[src/net_cfg_pkg.sv]
package net_cfg_pkg;

    localparam logic [47:0] SRC_MAC    = 48'h00_0a_35_01_fe_c0;
    localparam logic [47:0] DST_MAC    = 48'h02_00_c0_a8_16_64;  // locally administered peer
    localparam logic [31:0] SRC_IP     = 32'hc0_a8_16_c8;        // 192.168.22.200
    localparam logic [31:0] DST_IP     = 32'hc0_a8_16_64;        // 192.168.22.100
    localparam logic [15:0] SRC_PORT   = 16'd8080;
    localparam logic [15:0] DST_PORT   = 16'd8080;
    localparam logic [7:0]  IP_TTL     = 8'h80;

    localparam logic [15:0] PKG_LEN    = 16'd1400;  // max udp payload per datagram
    localparam logic [7:0]  IFG_CYCLES = 8'd12;     // idle cycles after frame end

    // transfer sequencing states of the segmenter
    localparam logic [1:0]  SEG_IDLE     = 2'd0;
    localparam logic [1:0]  SEG_SPLIT    = 2'd1;
    localparam logic [1:0]  SEG_WAIT_END = 2'd2;
    localparam logic [1:0]  SEG_GAP      = 2'd3;

endpackage

[src/frame_pkg.sv]
package frame_pkg;

    localparam logic [15:0] PREAMBLE_BYTES = 16'd8;
    localparam logic [7:0]  PREAMBLE_BYTE  = 8'h55;
    localparam logic [7:0]  SFD_BYTE       = 8'hd5;

    localparam logic [15:0] ETH_TYPE_IPV4  = 16'h0800;
    localparam logic [15:0] ETH_HDR_BYTES  = 16'd14;
    localparam logic [15:0] IP_HDR_BYTES   = 16'd20;
    localparam logic [15:0] UDP_HDR_BYTES  = 16'd8;
    localparam logic [15:0] HDR_BYTES      = ETH_HDR_BYTES + IP_HDR_BYTES + UDP_HDR_BYTES;
    localparam logic [15:0] PAYLOAD_OFFS   = PREAMBLE_BYTES + HDR_BYTES;  // first payload byte
    localparam logic [15:0] MIN_PAYLOAD    = 16'd18;  // pads frame to 64 bytes with fcs
    localparam logic [15:0] FCS_BYTES      = 16'd4;

    localparam logic [7:0]  IP_VER_IHL     = 8'h45;
    localparam logic [7:0]  IP_TOS         = 8'h00;
    localparam logic [15:0] IP_FLAGS_FRAG  = 16'h4000;  // don't fragment
    localparam logic [7:0]  IP_PROTO_UDP   = 8'd17;

    localparam logic [31:0] CRC_POLY_REFL  = 32'hedb8_8320;
    localparam logic [31:0] CRC_INIT       = 32'hffff_ffff;

endpackage

[src/udp_tx_segmenter.sv]
`timescale 1ns/1ps

module udp_tx_segmenter
    import net_cfg_pkg::*;
(
    input  logic        gmii_tx_clk,
    input  logic        rst_n,
    input  logic        tx_send_i,
    input  logic [15:0] tx_len_i,
    input  logic [15:0] tx_addr_i,
    input  logic        frame_end_i,
    output logic        pkt_start_o,
    output logic [15:0] pkt_len_o,
    output logic [15:0] pkt_addr_o,
    output logic        tx_done_o
);

    logic [2:0]  send_sync;
    logic        send_rise;
    logic [1:0]  state;
    logic [15:0] remain;
    logic [15:0] next_addr;
    logic [15:0] chunk;
    logic [7:0]  gap_cnt;
    logic        gap_done;
    logic        issue;

    assign send_rise = send_sync[1] & ~send_sync[2];  // edge after two sync flops
    assign chunk     = (remain > PKG_LEN) ? PKG_LEN : remain;
    assign gap_done  = (state == SEG_GAP) && (gap_cnt == IFG_CYCLES - 8'd1);
    // next datagram goes out straight from the end of the gap
    assign issue     = (remain != 16'd0) && ((state == SEG_SPLIT) || gap_done);

    always_ff @(posedge gmii_tx_clk or negedge rst_n)
    begin
        if (!rst_n)
        begin
            send_sync   <= 3'b000;
            state       <= SEG_IDLE;
            remain      <= 16'd0;
            next_addr   <= 16'd0;
            gap_cnt     <= 8'd0;
            pkt_start_o <= 1'b0;
            pkt_len_o   <= 16'd0;
            pkt_addr_o  <= 16'd0;
            tx_done_o   <= 1'b0;
        end
        else
        begin
            send_sync   <= {send_sync[1:0], tx_send_i};
            pkt_start_o <= 1'b0;
            if (issue)
            begin
                pkt_start_o <= 1'b1;
                pkt_len_o   <= chunk;
                pkt_addr_o  <= next_addr;
                remain      <= remain - chunk;
                next_addr   <= next_addr + chunk;
                state       <= SEG_WAIT_END;
            end
            else
            begin
                case (state)
                    SEG_IDLE:
                    begin
                        if (send_rise)  // strobes only count here
                        begin
                            remain    <= tx_len_i;
                            next_addr <= tx_addr_i;
                            tx_done_o <= 1'b0;
                            state     <= SEG_SPLIT;
                        end
                    end
                    SEG_SPLIT:
                    begin
                        tx_done_o <= 1'b1;  // zero length request
                        state     <= SEG_IDLE;
                    end
                    SEG_WAIT_END:
                    begin
                        if (frame_end_i)
                        begin
                            gap_cnt <= 8'd0;
                            state   <= SEG_GAP;
                        end
                    end
                    default:
                    begin
                        if (gap_done)
                        begin
                            tx_done_o <= 1'b1;  // nothing left
                            state     <= SEG_IDLE;
                        end
                        else
                        begin
                            gap_cnt <= gap_cnt + 8'd1;
                        end
                    end
                endcase
            end
        end
    end

    a_pkt_len: assert property (@(posedge gmii_tx_clk) disable iff (!rst_n)
        pkt_start_o |-> (pkt_len_o != 16'd0) && (pkt_len_o <= PKG_LEN));

endmodule

[src/ip_udp_hdr_gen.sv]
`timescale 1ns/1ps

module ip_udp_hdr_gen
    import net_cfg_pkg::*;
    import frame_pkg::*;
(
    input  logic        gmii_tx_clk,
    input  logic        rst_n,
    input  logic        pkt_start_i,
    input  logic [15:0] pkt_len_i,
    input  logic [15:0] pkt_addr_i,
    output logic        hdr_valid_o,
    output logic [15:0] ip_total_len_o,
    output logic [15:0] udp_len_o,
    output logic [15:0] ip_id_o,
    output logic [15:0] ip_csum_o,
    output logic [15:0] payload_len_o,
    output logic [15:0] payload_addr_o
);

    logic [15:0] tot_len;
    logic [15:0] id_cnt;
    logic [19:0] sum;
    logic [16:0] fold1;
    logic [15:0] fold2;

    assign tot_len = pkt_len_i + IP_HDR_BYTES + UDP_HDR_BYTES;

    // ten header words, checksum word counted as zero
    assign sum = 20'({IP_VER_IHL, IP_TOS}) + 20'(tot_len) + 20'(id_cnt)
               + 20'(IP_FLAGS_FRAG) + 20'({IP_TTL, IP_PROTO_UDP})
               + 20'(SRC_IP[31:16]) + 20'(SRC_IP[15:0])
               + 20'(DST_IP[31:16]) + 20'(DST_IP[15:0]);
    assign fold1 = 17'(sum[15:0]) + 17'(sum[19:16]);
    assign fold2 = fold1[15:0] + 16'(fold1[16]);  // second carry fold

    always_ff @(posedge gmii_tx_clk or negedge rst_n)
    begin
        if (!rst_n)
        begin
            hdr_valid_o <= 1'b0;
            id_cnt      <= 16'd0;
        end
        else
        begin
            hdr_valid_o <= pkt_start_i;
            if (pkt_start_i)
            begin
                id_cnt <= id_cnt + 16'd1;
            end
        end
    end

    always_ff @(posedge gmii_tx_clk)
    begin
        if (pkt_start_i)
        begin
            ip_total_len_o <= tot_len;
            udp_len_o      <= pkt_len_i + UDP_HDR_BYTES;
            ip_id_o        <= id_cnt;
            ip_csum_o      <= ~fold2;
            payload_len_o  <= pkt_len_i;
            payload_addr_o <= pkt_addr_i;
        end
    end

endmodule

[src/frame_serializer.sv]
`timescale 1ns/1ps

module frame_serializer
    import net_cfg_pkg::*;
    import frame_pkg::*;
(
    input  logic        gmii_tx_clk,
    input  logic        rst_n,
    input  logic        hdr_valid_i,
    input  logic [15:0] ip_total_len_i,
    input  logic [15:0] udp_len_i,
    input  logic [15:0] ip_id_i,
    input  logic [15:0] ip_csum_i,
    input  logic [15:0] payload_len_i,
    input  logic [15:0] payload_addr_i,
    input  logic [7:0]  ram_data_i,
    output logic [15:0] ram_addr_o,
    output logic        byte_valid_o,
    output logic [7:0]  byte_data_o,
    output logic        crc_en_o,
    output logic        byte_last_o
);

    logic                   active;
    logic [15:0]            cnt;
    logic                   emit;
    logic [15:0]            idx;
    logic [15:0]            cur_len;
    logic [15:0]            last_idx;
    logic [15:0]            pay_idx;
    logic [8:0]             bit_pos;
    logic [7:0]             next_byte;
    logic [15:0]            tot_q;
    logic [15:0]            udp_q;
    logic [15:0]            id_q;
    logic [15:0]            csum_q;
    logic [15:0]            len_q;
    logic [15:0]            addr_q;
    logic [HDR_BYTES*8-1:0] hdr_vec;

    assign emit     = hdr_valid_i | active;
    assign idx      = hdr_valid_i ? 16'd0 : cnt;  // byte 0 goes out right after hdr_valid
    assign cur_len  = hdr_valid_i ? payload_len_i : len_q;
    assign last_idx = PAYLOAD_OFFS - 16'd1 + ((cur_len < MIN_PAYLOAD) ? MIN_PAYLOAD : cur_len);
    assign pay_idx  = idx - PAYLOAD_OFFS;
    assign bit_pos  = 9'((PAYLOAD_OFFS - 16'd1 - idx) << 3);

    // eth, ip, udp headers, first byte on top
    assign hdr_vec = {DST_MAC, SRC_MAC, ETH_TYPE_IPV4,
                      IP_VER_IHL, IP_TOS, tot_q, id_q, IP_FLAGS_FRAG,
                      IP_TTL, IP_PROTO_UDP, csum_q, SRC_IP, DST_IP,
                      SRC_PORT, DST_PORT, udp_q, 16'h0000};

    always_comb
    begin
        if (idx < PREAMBLE_BYTES - 16'd1)
            next_byte = PREAMBLE_BYTE;
        else if (idx == PREAMBLE_BYTES - 16'd1)
            next_byte = SFD_BYTE;
        else if (idx < PAYLOAD_OFFS)
            next_byte = hdr_vec[bit_pos +: 8];
        else if (pay_idx < len_q)
            next_byte = ram_data_i;
        else
            next_byte = 8'h00;  // pad
    end

    always_ff @(posedge gmii_tx_clk or negedge rst_n)
    begin
        if (!rst_n)
        begin
            active       <= 1'b0;
            cnt          <= 16'd0;
            ram_addr_o   <= 16'd0;
            byte_valid_o <= 1'b0;
            crc_en_o     <= 1'b0;
            byte_last_o  <= 1'b0;
        end
        else if (emit)
        begin
            byte_valid_o <= 1'b1;
            crc_en_o     <= (idx >= PREAMBLE_BYTES);
            byte_last_o  <= (idx == last_idx);
            active       <= (idx != last_idx);
            cnt          <= idx + 16'd1;
            // two bytes early to cover the ram read latency
            if (idx >= PAYLOAD_OFFS - 16'd2)
                ram_addr_o <= addr_q + idx - (PAYLOAD_OFFS - 16'd2);
        end
        else
        begin
            byte_valid_o <= 1'b0;
            crc_en_o     <= 1'b0;
            byte_last_o  <= 1'b0;
        end
    end

    always_ff @(posedge gmii_tx_clk)
    begin
        if (emit)
            byte_data_o <= next_byte;
        if (hdr_valid_i)
        begin
            tot_q  <= ip_total_len_i;
            udp_q  <= udp_len_i;
            id_q   <= ip_id_i;
            csum_q <= ip_csum_i;
            len_q  <= payload_len_i;
            addr_q <= payload_addr_i;
        end
    end

    a_no_hole: assert property (@(posedge gmii_tx_clk) disable iff (!rst_n)
        byte_valid_o && !byte_last_o |=> byte_valid_o);

endmodule

[src/fcs_append.sv]
`timescale 1ns/1ps

module fcs_append
    import frame_pkg::*;
(
    input  logic       gmii_tx_clk,
    input  logic       rst_n,
    input  logic       byte_valid_i,
    input  logic [7:0] byte_data_i,
    input  logic       crc_en_i,
    input  logic       byte_last_i,
    output logic       gmii_tx_en_o,
    output logic [7:0] gmii_txd_o,
    output logic       frame_end_o
);

    logic [31:0] crc;
    logic        fcs_active;
    logic [1:0]  fcs_cnt;

    function automatic logic [31:0] crc_byte(input logic [31:0] c_in, input logic [7:0] d);
        logic [31:0] c;
        c = c_in ^ {24'h000000, d};
        for (int i = 0; i < 8; i++)
        begin
            c = c[0] ? ((c >> 1) ^ CRC_POLY_REFL) : (c >> 1);  // lsb first
        end
        return c;
    endfunction

    always_ff @(posedge gmii_tx_clk or negedge rst_n)
    begin
        if (!rst_n)
        begin
            crc          <= CRC_INIT;
            fcs_active   <= 1'b0;
            fcs_cnt      <= 2'd0;
            gmii_tx_en_o <= 1'b0;
            gmii_txd_o   <= 8'h00;
            frame_end_o  <= 1'b0;
        end
        else
        begin
            frame_end_o <= 1'b0;
            if (fcs_active)
            begin
                gmii_tx_en_o <= 1'b1;
                gmii_txd_o   <= ~crc[7:0];
                crc          <= {8'h00, crc[31:8]};  // next fcs byte down
                fcs_cnt      <= fcs_cnt + 2'd1;
                if (fcs_cnt == 2'(FCS_BYTES - 16'd1))
                begin
                    fcs_active  <= 1'b0;
                    frame_end_o <= 1'b1;
                end
            end
            else
            begin
                gmii_tx_en_o <= byte_valid_i;
                gmii_txd_o   <= byte_data_i;
                if (crc_en_i)
                    crc <= crc_byte(crc, byte_data_i);
                else
                    crc <= CRC_INIT;  // preamble and idle
                if (byte_last_i)
                begin
                    fcs_active <= 1'b1;
                    fcs_cnt    <= 2'd0;
                end
            end
        end
    end

    a_end_of_burst: assert property (@(posedge gmii_tx_clk) disable iff (!rst_n)
        frame_end_o |-> gmii_tx_en_o ##1 !gmii_tx_en_o);

endmodule

[src/udp_tx_top.sv]
`timescale 1ns/1ps

module udp_tx_top
(
    input  logic        gmii_tx_clk,
    input  logic        rst_n,
    input  logic        tx_send_i,
    input  logic [15:0] tx_len_i,
    input  logic [15:0] tx_addr_i,
    input  logic [7:0]  ram_data_i,
    output logic [15:0] ram_addr_o,
    output logic        tx_done_o,
    output logic        gmii_tx_en_o,
    output logic [7:0]  gmii_txd_o
);

    logic        pkt_start;
    logic [15:0] pkt_len;
    logic [15:0] pkt_addr;
    logic        frame_end;
    logic        hdr_valid;
    logic [15:0] ip_total_len;
    logic [15:0] udp_len;
    logic [15:0] ip_id;
    logic [15:0] ip_csum;
    logic [15:0] payload_len;
    logic [15:0] payload_addr;
    logic        byte_valid;
    logic [7:0]  byte_data;
    logic        crc_en;
    logic        byte_last;

    udp_tx_segmenter i_segmenter (
        .gmii_tx_clk (gmii_tx_clk),
        .rst_n       (rst_n),
        .tx_send_i   (tx_send_i),
        .tx_len_i    (tx_len_i),
        .tx_addr_i   (tx_addr_i),
        .frame_end_i (frame_end),
        .pkt_start_o (pkt_start),
        .pkt_len_o   (pkt_len),
        .pkt_addr_o  (pkt_addr),
        .tx_done_o   (tx_done_o)
    );

    ip_udp_hdr_gen i_hdr_gen (
        .gmii_tx_clk    (gmii_tx_clk),
        .rst_n          (rst_n),
        .pkt_start_i    (pkt_start),
        .pkt_len_i      (pkt_len),
        .pkt_addr_i     (pkt_addr),
        .hdr_valid_o    (hdr_valid),
        .ip_total_len_o (ip_total_len),
        .udp_len_o      (udp_len),
        .ip_id_o        (ip_id),
        .ip_csum_o      (ip_csum),
        .payload_len_o  (payload_len),
        .payload_addr_o (payload_addr)
    );

    frame_serializer i_serializer (
        .gmii_tx_clk    (gmii_tx_clk),
        .rst_n          (rst_n),
        .hdr_valid_i    (hdr_valid),
        .ip_total_len_i (ip_total_len),
        .udp_len_i      (udp_len),
        .ip_id_i        (ip_id),
        .ip_csum_i      (ip_csum),
        .payload_len_i  (payload_len),
        .payload_addr_i (payload_addr),
        .ram_data_i     (ram_data_i),
        .ram_addr_o     (ram_addr_o),
        .byte_valid_o   (byte_valid),
        .byte_data_o    (byte_data),
        .crc_en_o       (crc_en),
        .byte_last_o    (byte_last)
    );

    fcs_append i_fcs (
        .gmii_tx_clk  (gmii_tx_clk),
        .rst_n        (rst_n),
        .byte_valid_i (byte_valid),
        .byte_data_i  (byte_data),
        .crc_en_i     (crc_en),
        .byte_last_i  (byte_last),
        .gmii_tx_en_o (gmii_tx_en_o),
        .gmii_txd_o   (gmii_txd_o),
        .frame_end_o  (frame_end)
    );

endmodule

[config.mk]
export PLATFORM = sky130hd
export DESIGN_NAME = udp_tx_top
export DESIGN_NICKNAME = d
export VERILOG_FILES = /design/src/net_cfg_pkg.sv /design/src/frame_pkg.sv /design/src/udp_tx_segmenter.sv /design/src/ip_udp_hdr_gen.sv /design/src/frame_serializer.sv /design/src/fcs_append.sv /design/src/udp_tx_top.sv
export SDC_FILE = /design/constraint.sdc
export NUM_CORES = 1
export LEC_CHECK = 0
export BUFFER_PORTS_ARGS = -buffer_cell sky130_fd_sc_hd__buf_2
export CAP_MARGIN = 20
export CORE_ASPECT_RATIO = 0.8
export CORE_MARGIN = 1.5
export CORE_UTILIZATION = 45
export CTS_CLUSTER_SIZE = 28
export DETAILED_ROUTE_END_ITERATION = 10
export GPL_TIMING_DRIVEN = 0
export PLACE_DENSITY = 0.62
export SYNTH_ARGS = -nofsm -noshare
export SYNTH_HDL_FRONTEND = slang
export SYNTH_HIERARCHICAL = 1
export SYNTH_SLANG_ARGS = --single-unit
export TNS_END_PERCENT = 100
[constraint.sdc]
create_clock -name gmii_tx_clk -period 9.47 [get_ports gmii_tx_clk]
set_clock_uncertainty 0.1 [all_clocks]
set_input_delay 0.4735 -clock gmii_tx_clk [delete_from_list [all_inputs] [get_ports gmii_tx_clk]]
set_output_delay 0.4735 -clock gmii_tx_clk [all_outputs]
set_load 0.02 [all_outputs]
==> results by group <==
Worst setup path
  • Worst setup EP type: flip-flop
  • Crit-path max FO: 9
  • Register-to-Register Path Depth: 31
  • Reg-to-reg startpoint: i_segmenter/pkt_len_o[4]
  • Arr. time, crit path: around 8.3 ns
  • Reg2reg setup slack: approximately 1.4 ns
  • Slowest Stage Delay on Critical Path: about 0.59 ns
  • Most Frequent Cell on Critical Path: ha_1
  • CP required: between 9 and 10 ns
  • Startpoint Class: flip-flop
  • Crit path max-delay family: simple AND/OR/NAND/NOR gates
  • Crit Path Class: flip-flop to flip-flop
  • Crit path buf inv count: 2
  • Slowest cell on crit path: a21boi_0
  • R2r endpoint: i_hdr_gen/ip_csum_o[14]

Routing
  • Vias per cell: 5.59
  • Post-DRT Antenna Nets: 0
  • Post-DR wirelength/cell: roughly 19 µm
  • DR pass1 iterations: 5
  • Drt total wl: 53.5 mm
  • Starting DRC count in detailed routing: ~1300
  • Via count: 15800
  • DRC Markers: 0

Final layout
  • Most flops, register: i_fcs/crc
  • # fillers: between 4000 and 5000
  • Nets@finish: ~2300
  • Final antenna diode count: 0
  • Area grow syn2layout: 12.1%
  • Max reg flops: 32
  • Layout cells sized above 1: 0.128

Clocking
  • CTS Sinks: around 370
  • CTS max path bufs: 3
  • Clock latency on the worst-skew pair: around 0.57 ns
  • Total number of H-tree levels: 2
  • TritonCTS clock tree: built
  • Clock transition at path regs: 0.07 ns
  • Post CTS Setup Buffer Count: 0
  • Inserted Clock Buffers: 39
  • Clock Tree Root: clkbuf_16

Logic synthesis
  • Ranking of synthesized cells by area: edfxtp_1 (25%), dfrtp_1 (17%), ha_1 (6.8%), xnor2_1 (4.7%), dfstp_2 (3.9%)
  • Async S/R FF share, synth: 0.476
  • Leading register cell type out of synthesis: edfxtp_1
  • Cells after Synth: 2061
  • Synthesized cell area: ~21000 µm²
  • Number of synthesized register bits: about 370
  • Post-synthesis sequential area ratio: 0.473
  • Post-synth cell types: approximately 110
  • Avg Cell Area, Syn: around 10 µm²
  • EDFF count, synth: 179
  • Top cell type's share of synthesized area: 0.250
  • Warning count from the yosys run: 6
  • Post-synth top area cell: edfxtp_1

Placed design
  • Detail Placement HPWL: 39.8 mm
  • Port bufs: around 70
  • GP Congestion: 0.913

Global route
  • Initial antenna violation count: 0
  • GRT met2 Usage: 0.322
  • Most Crowded Layer GR: met1
  • Met1 Usage GRT: 0.338
  • Global-route wire length before repair: around 84 mm
  • Vias in the first global route: roughly 15000
  • GRT overflow: 0
  • Total GRT Usage: 0.220
  • Met3 Usage GRT: 0.0339
  • Largest net degree at the start of global routing: about 110

Floorplan
  • Cell Rows: 71
  • # IOs: 69
  • Die Y: around 200 µm
  • Core Area: 47100 µm²
  • Die area: between 40000 and 50000 µm²
  • Starting density of the core: 0.456
  • Die width: between 200 and 250 µm

Timing
  • Final setup vio count: 0
  • Worst Max-Slew Pin Slew: about 1.0 ns
  • Final min period: about 8.0 ns
  • Worst slew margin: 0.307
  • FMAX: roughly 120 MHz
  • Hold slack final: 0.0549 ns
  • Unrepaired setup endpoints after global routing: false
  • Final worst-path cycle share: 0.850
  • Pins Over Slew Limit: 0
  • Setup TNS: 0 ns
  • Final hold viol count: 0

Pwr
  • Net Switching: 3.63 mW
  • Clock share of power: 0.187
  • Pint: 4.96 mW
  • Power per cell area: between 300 and 400 nW/µm²
  • Sw frac: 0.422
  • Peak VDD IR: approximately 160 µV
  • P_leak: 9.91 nW
  • Logic pwr share: 0.499
  • Sequential power share: 0.313

Flow run
  • Max cap viols: 0

Status
  • Status: complete, no violations

Min path
  • Hold path start: tx_len_i[7]
  • Hold worst-path end: i_segmenter/remain[7]
  • Hold Path Cell Cnt: 2
  • Worst hold path type: primary input to flip-flop
==> per-stage QoR <==
step	total power [mW]	std cells	utilization	setup slack (ns)	cell area, µm²
final	8.59	2829	0.511	1.42	24100
after global routing	9.17	2829	0.511	0.770	24100
after CTS	8.59	2829	0.511	1.42	24100
after detailed placement	6.93	2755	0.482	1.47	22700
after global placement	6.85	2752	0.480	1.60	22600
after floorplan	5.81	2064	-	2.81	21500
==> cells in the final DEF (no fill, tap or decap), drive strengths merged, types with 28 or more instances in the layout <==
cell,synthesis,routed
dfrtp,145,145
nand2,194,194
nor3,54,54
nand2b,28,28
a21oi,109,109
xor2,44,44
mux2i,54,54
xnor2,128,128
buf,43,114
dfstp,32,32
nand3,69,69
nor2b,48,48
nor2,104,104
ha,116,116
clkbuf,45,93
inv,148,154
o21ai,98,98
edfxtp,179,179
==> synth_stat cells, types with 18 or more instances <==
cell type and instances:
dfrtp_1 145, nor3_1 54, inv_1 146, nand2b_1 28, mux2i_1 53, mux2_2 22, clkbuf_1 43, edfxtp_1 179
nand4_1 22, dfstp_2 32, xnor2_1 115, nor2b_1 48, nor2_1 102, ha_1 116, nand3_1 69, nand2_1 193
a21oi_1 109, nor4_1 21, o21ai_0 94, buf_2 18, xor2_1 44
==> kinds of logic after synthesis <==
kind of cell    after synthesis  synth area share
simple gates                663             0.160
compound gates              410             0.127
flops                       372             0.473
buf+inv                     240            0.0479
xor+xnor                    175            0.0806
fa+ha+maj                   121            0.0718
mux                          78            0.0390
other cells                   2          0.000350
==> power by group through the flow <==
stage / Clock (mW) / Sequential, mW / Combinational [mW]
2_1_floorplan: 0 / 2.66 / 3.15
6_report: 1.61 / 2.69 / 4.29
5_1_grt: 1.71 / 2.75 / 4.72
4_1_cts: 1.65 / 2.69 / 4.24
3_5_place_dp: 0 / 2.72 / 4.21
3_3_place_gp: 0 / 2.81 / 4.04
==> layout make-up <==
type | count | area, µm² | area share
tap | 620 | 776 | 0.0322
buffer | 88 | 457 | 0.0190
clock buffer | 48 | 1060 | 0.0441
timing repair buffer | 74 | 463 | 0.0192
multi-input combinational | 1452 | 10300 | 0.428
sequential | 372 | 10200 | 0.423
clock inverter | 23 | 275 | 0.0114
inverter | 152 | 573 | 0.0238
==> worst max path at each step <==
| stage | startpoint | to | cells after the start |
|---|---|---|---|
| floorplan | i_segmenter/pkt_len_o[4] | i_hdr_gen/ip_csum_o[14] | 31 |
| finish | i_segmenter/pkt_len_o[4] | i_hdr_gen/ip_csum_o[14] | 31 |
| global placement | i_segmenter/pkt_len_o[4] | i_hdr_gen/ip_csum_o[14] | 31 |
| detailed placement | i_segmenter/pkt_len_o[4] | i_hdr_gen/ip_csum_o[14] | 31 |
| global route | i_segmenter/pkt_len_o[4] | i_hdr_gen/ip_csum_o[14] | 31 |
| CTS | i_segmenter/pkt_len_o[4] | i_hdr_gen/ip_csum_o[14] | 31 |
==> routing by layer <==
metal | up-vias | routed length, µm | part of all wire
li1 | 7614 | - | -
met3 | 61 | 3390 | 0.063
met5 | - | 0 | 0
met2 | 485 | 22300 | 0.42
met1 | 7648 | 26800 | 0.50
met4 | 0 | 984 | 0.018
==> repair_timing <==
action / in CTS / in global routing
hold endpoints to repair: 37 / 0
resized for setup: 0 / 0
hold buffers: 3 / 0
Note: power is estimated with default switching activity, not from simulation.
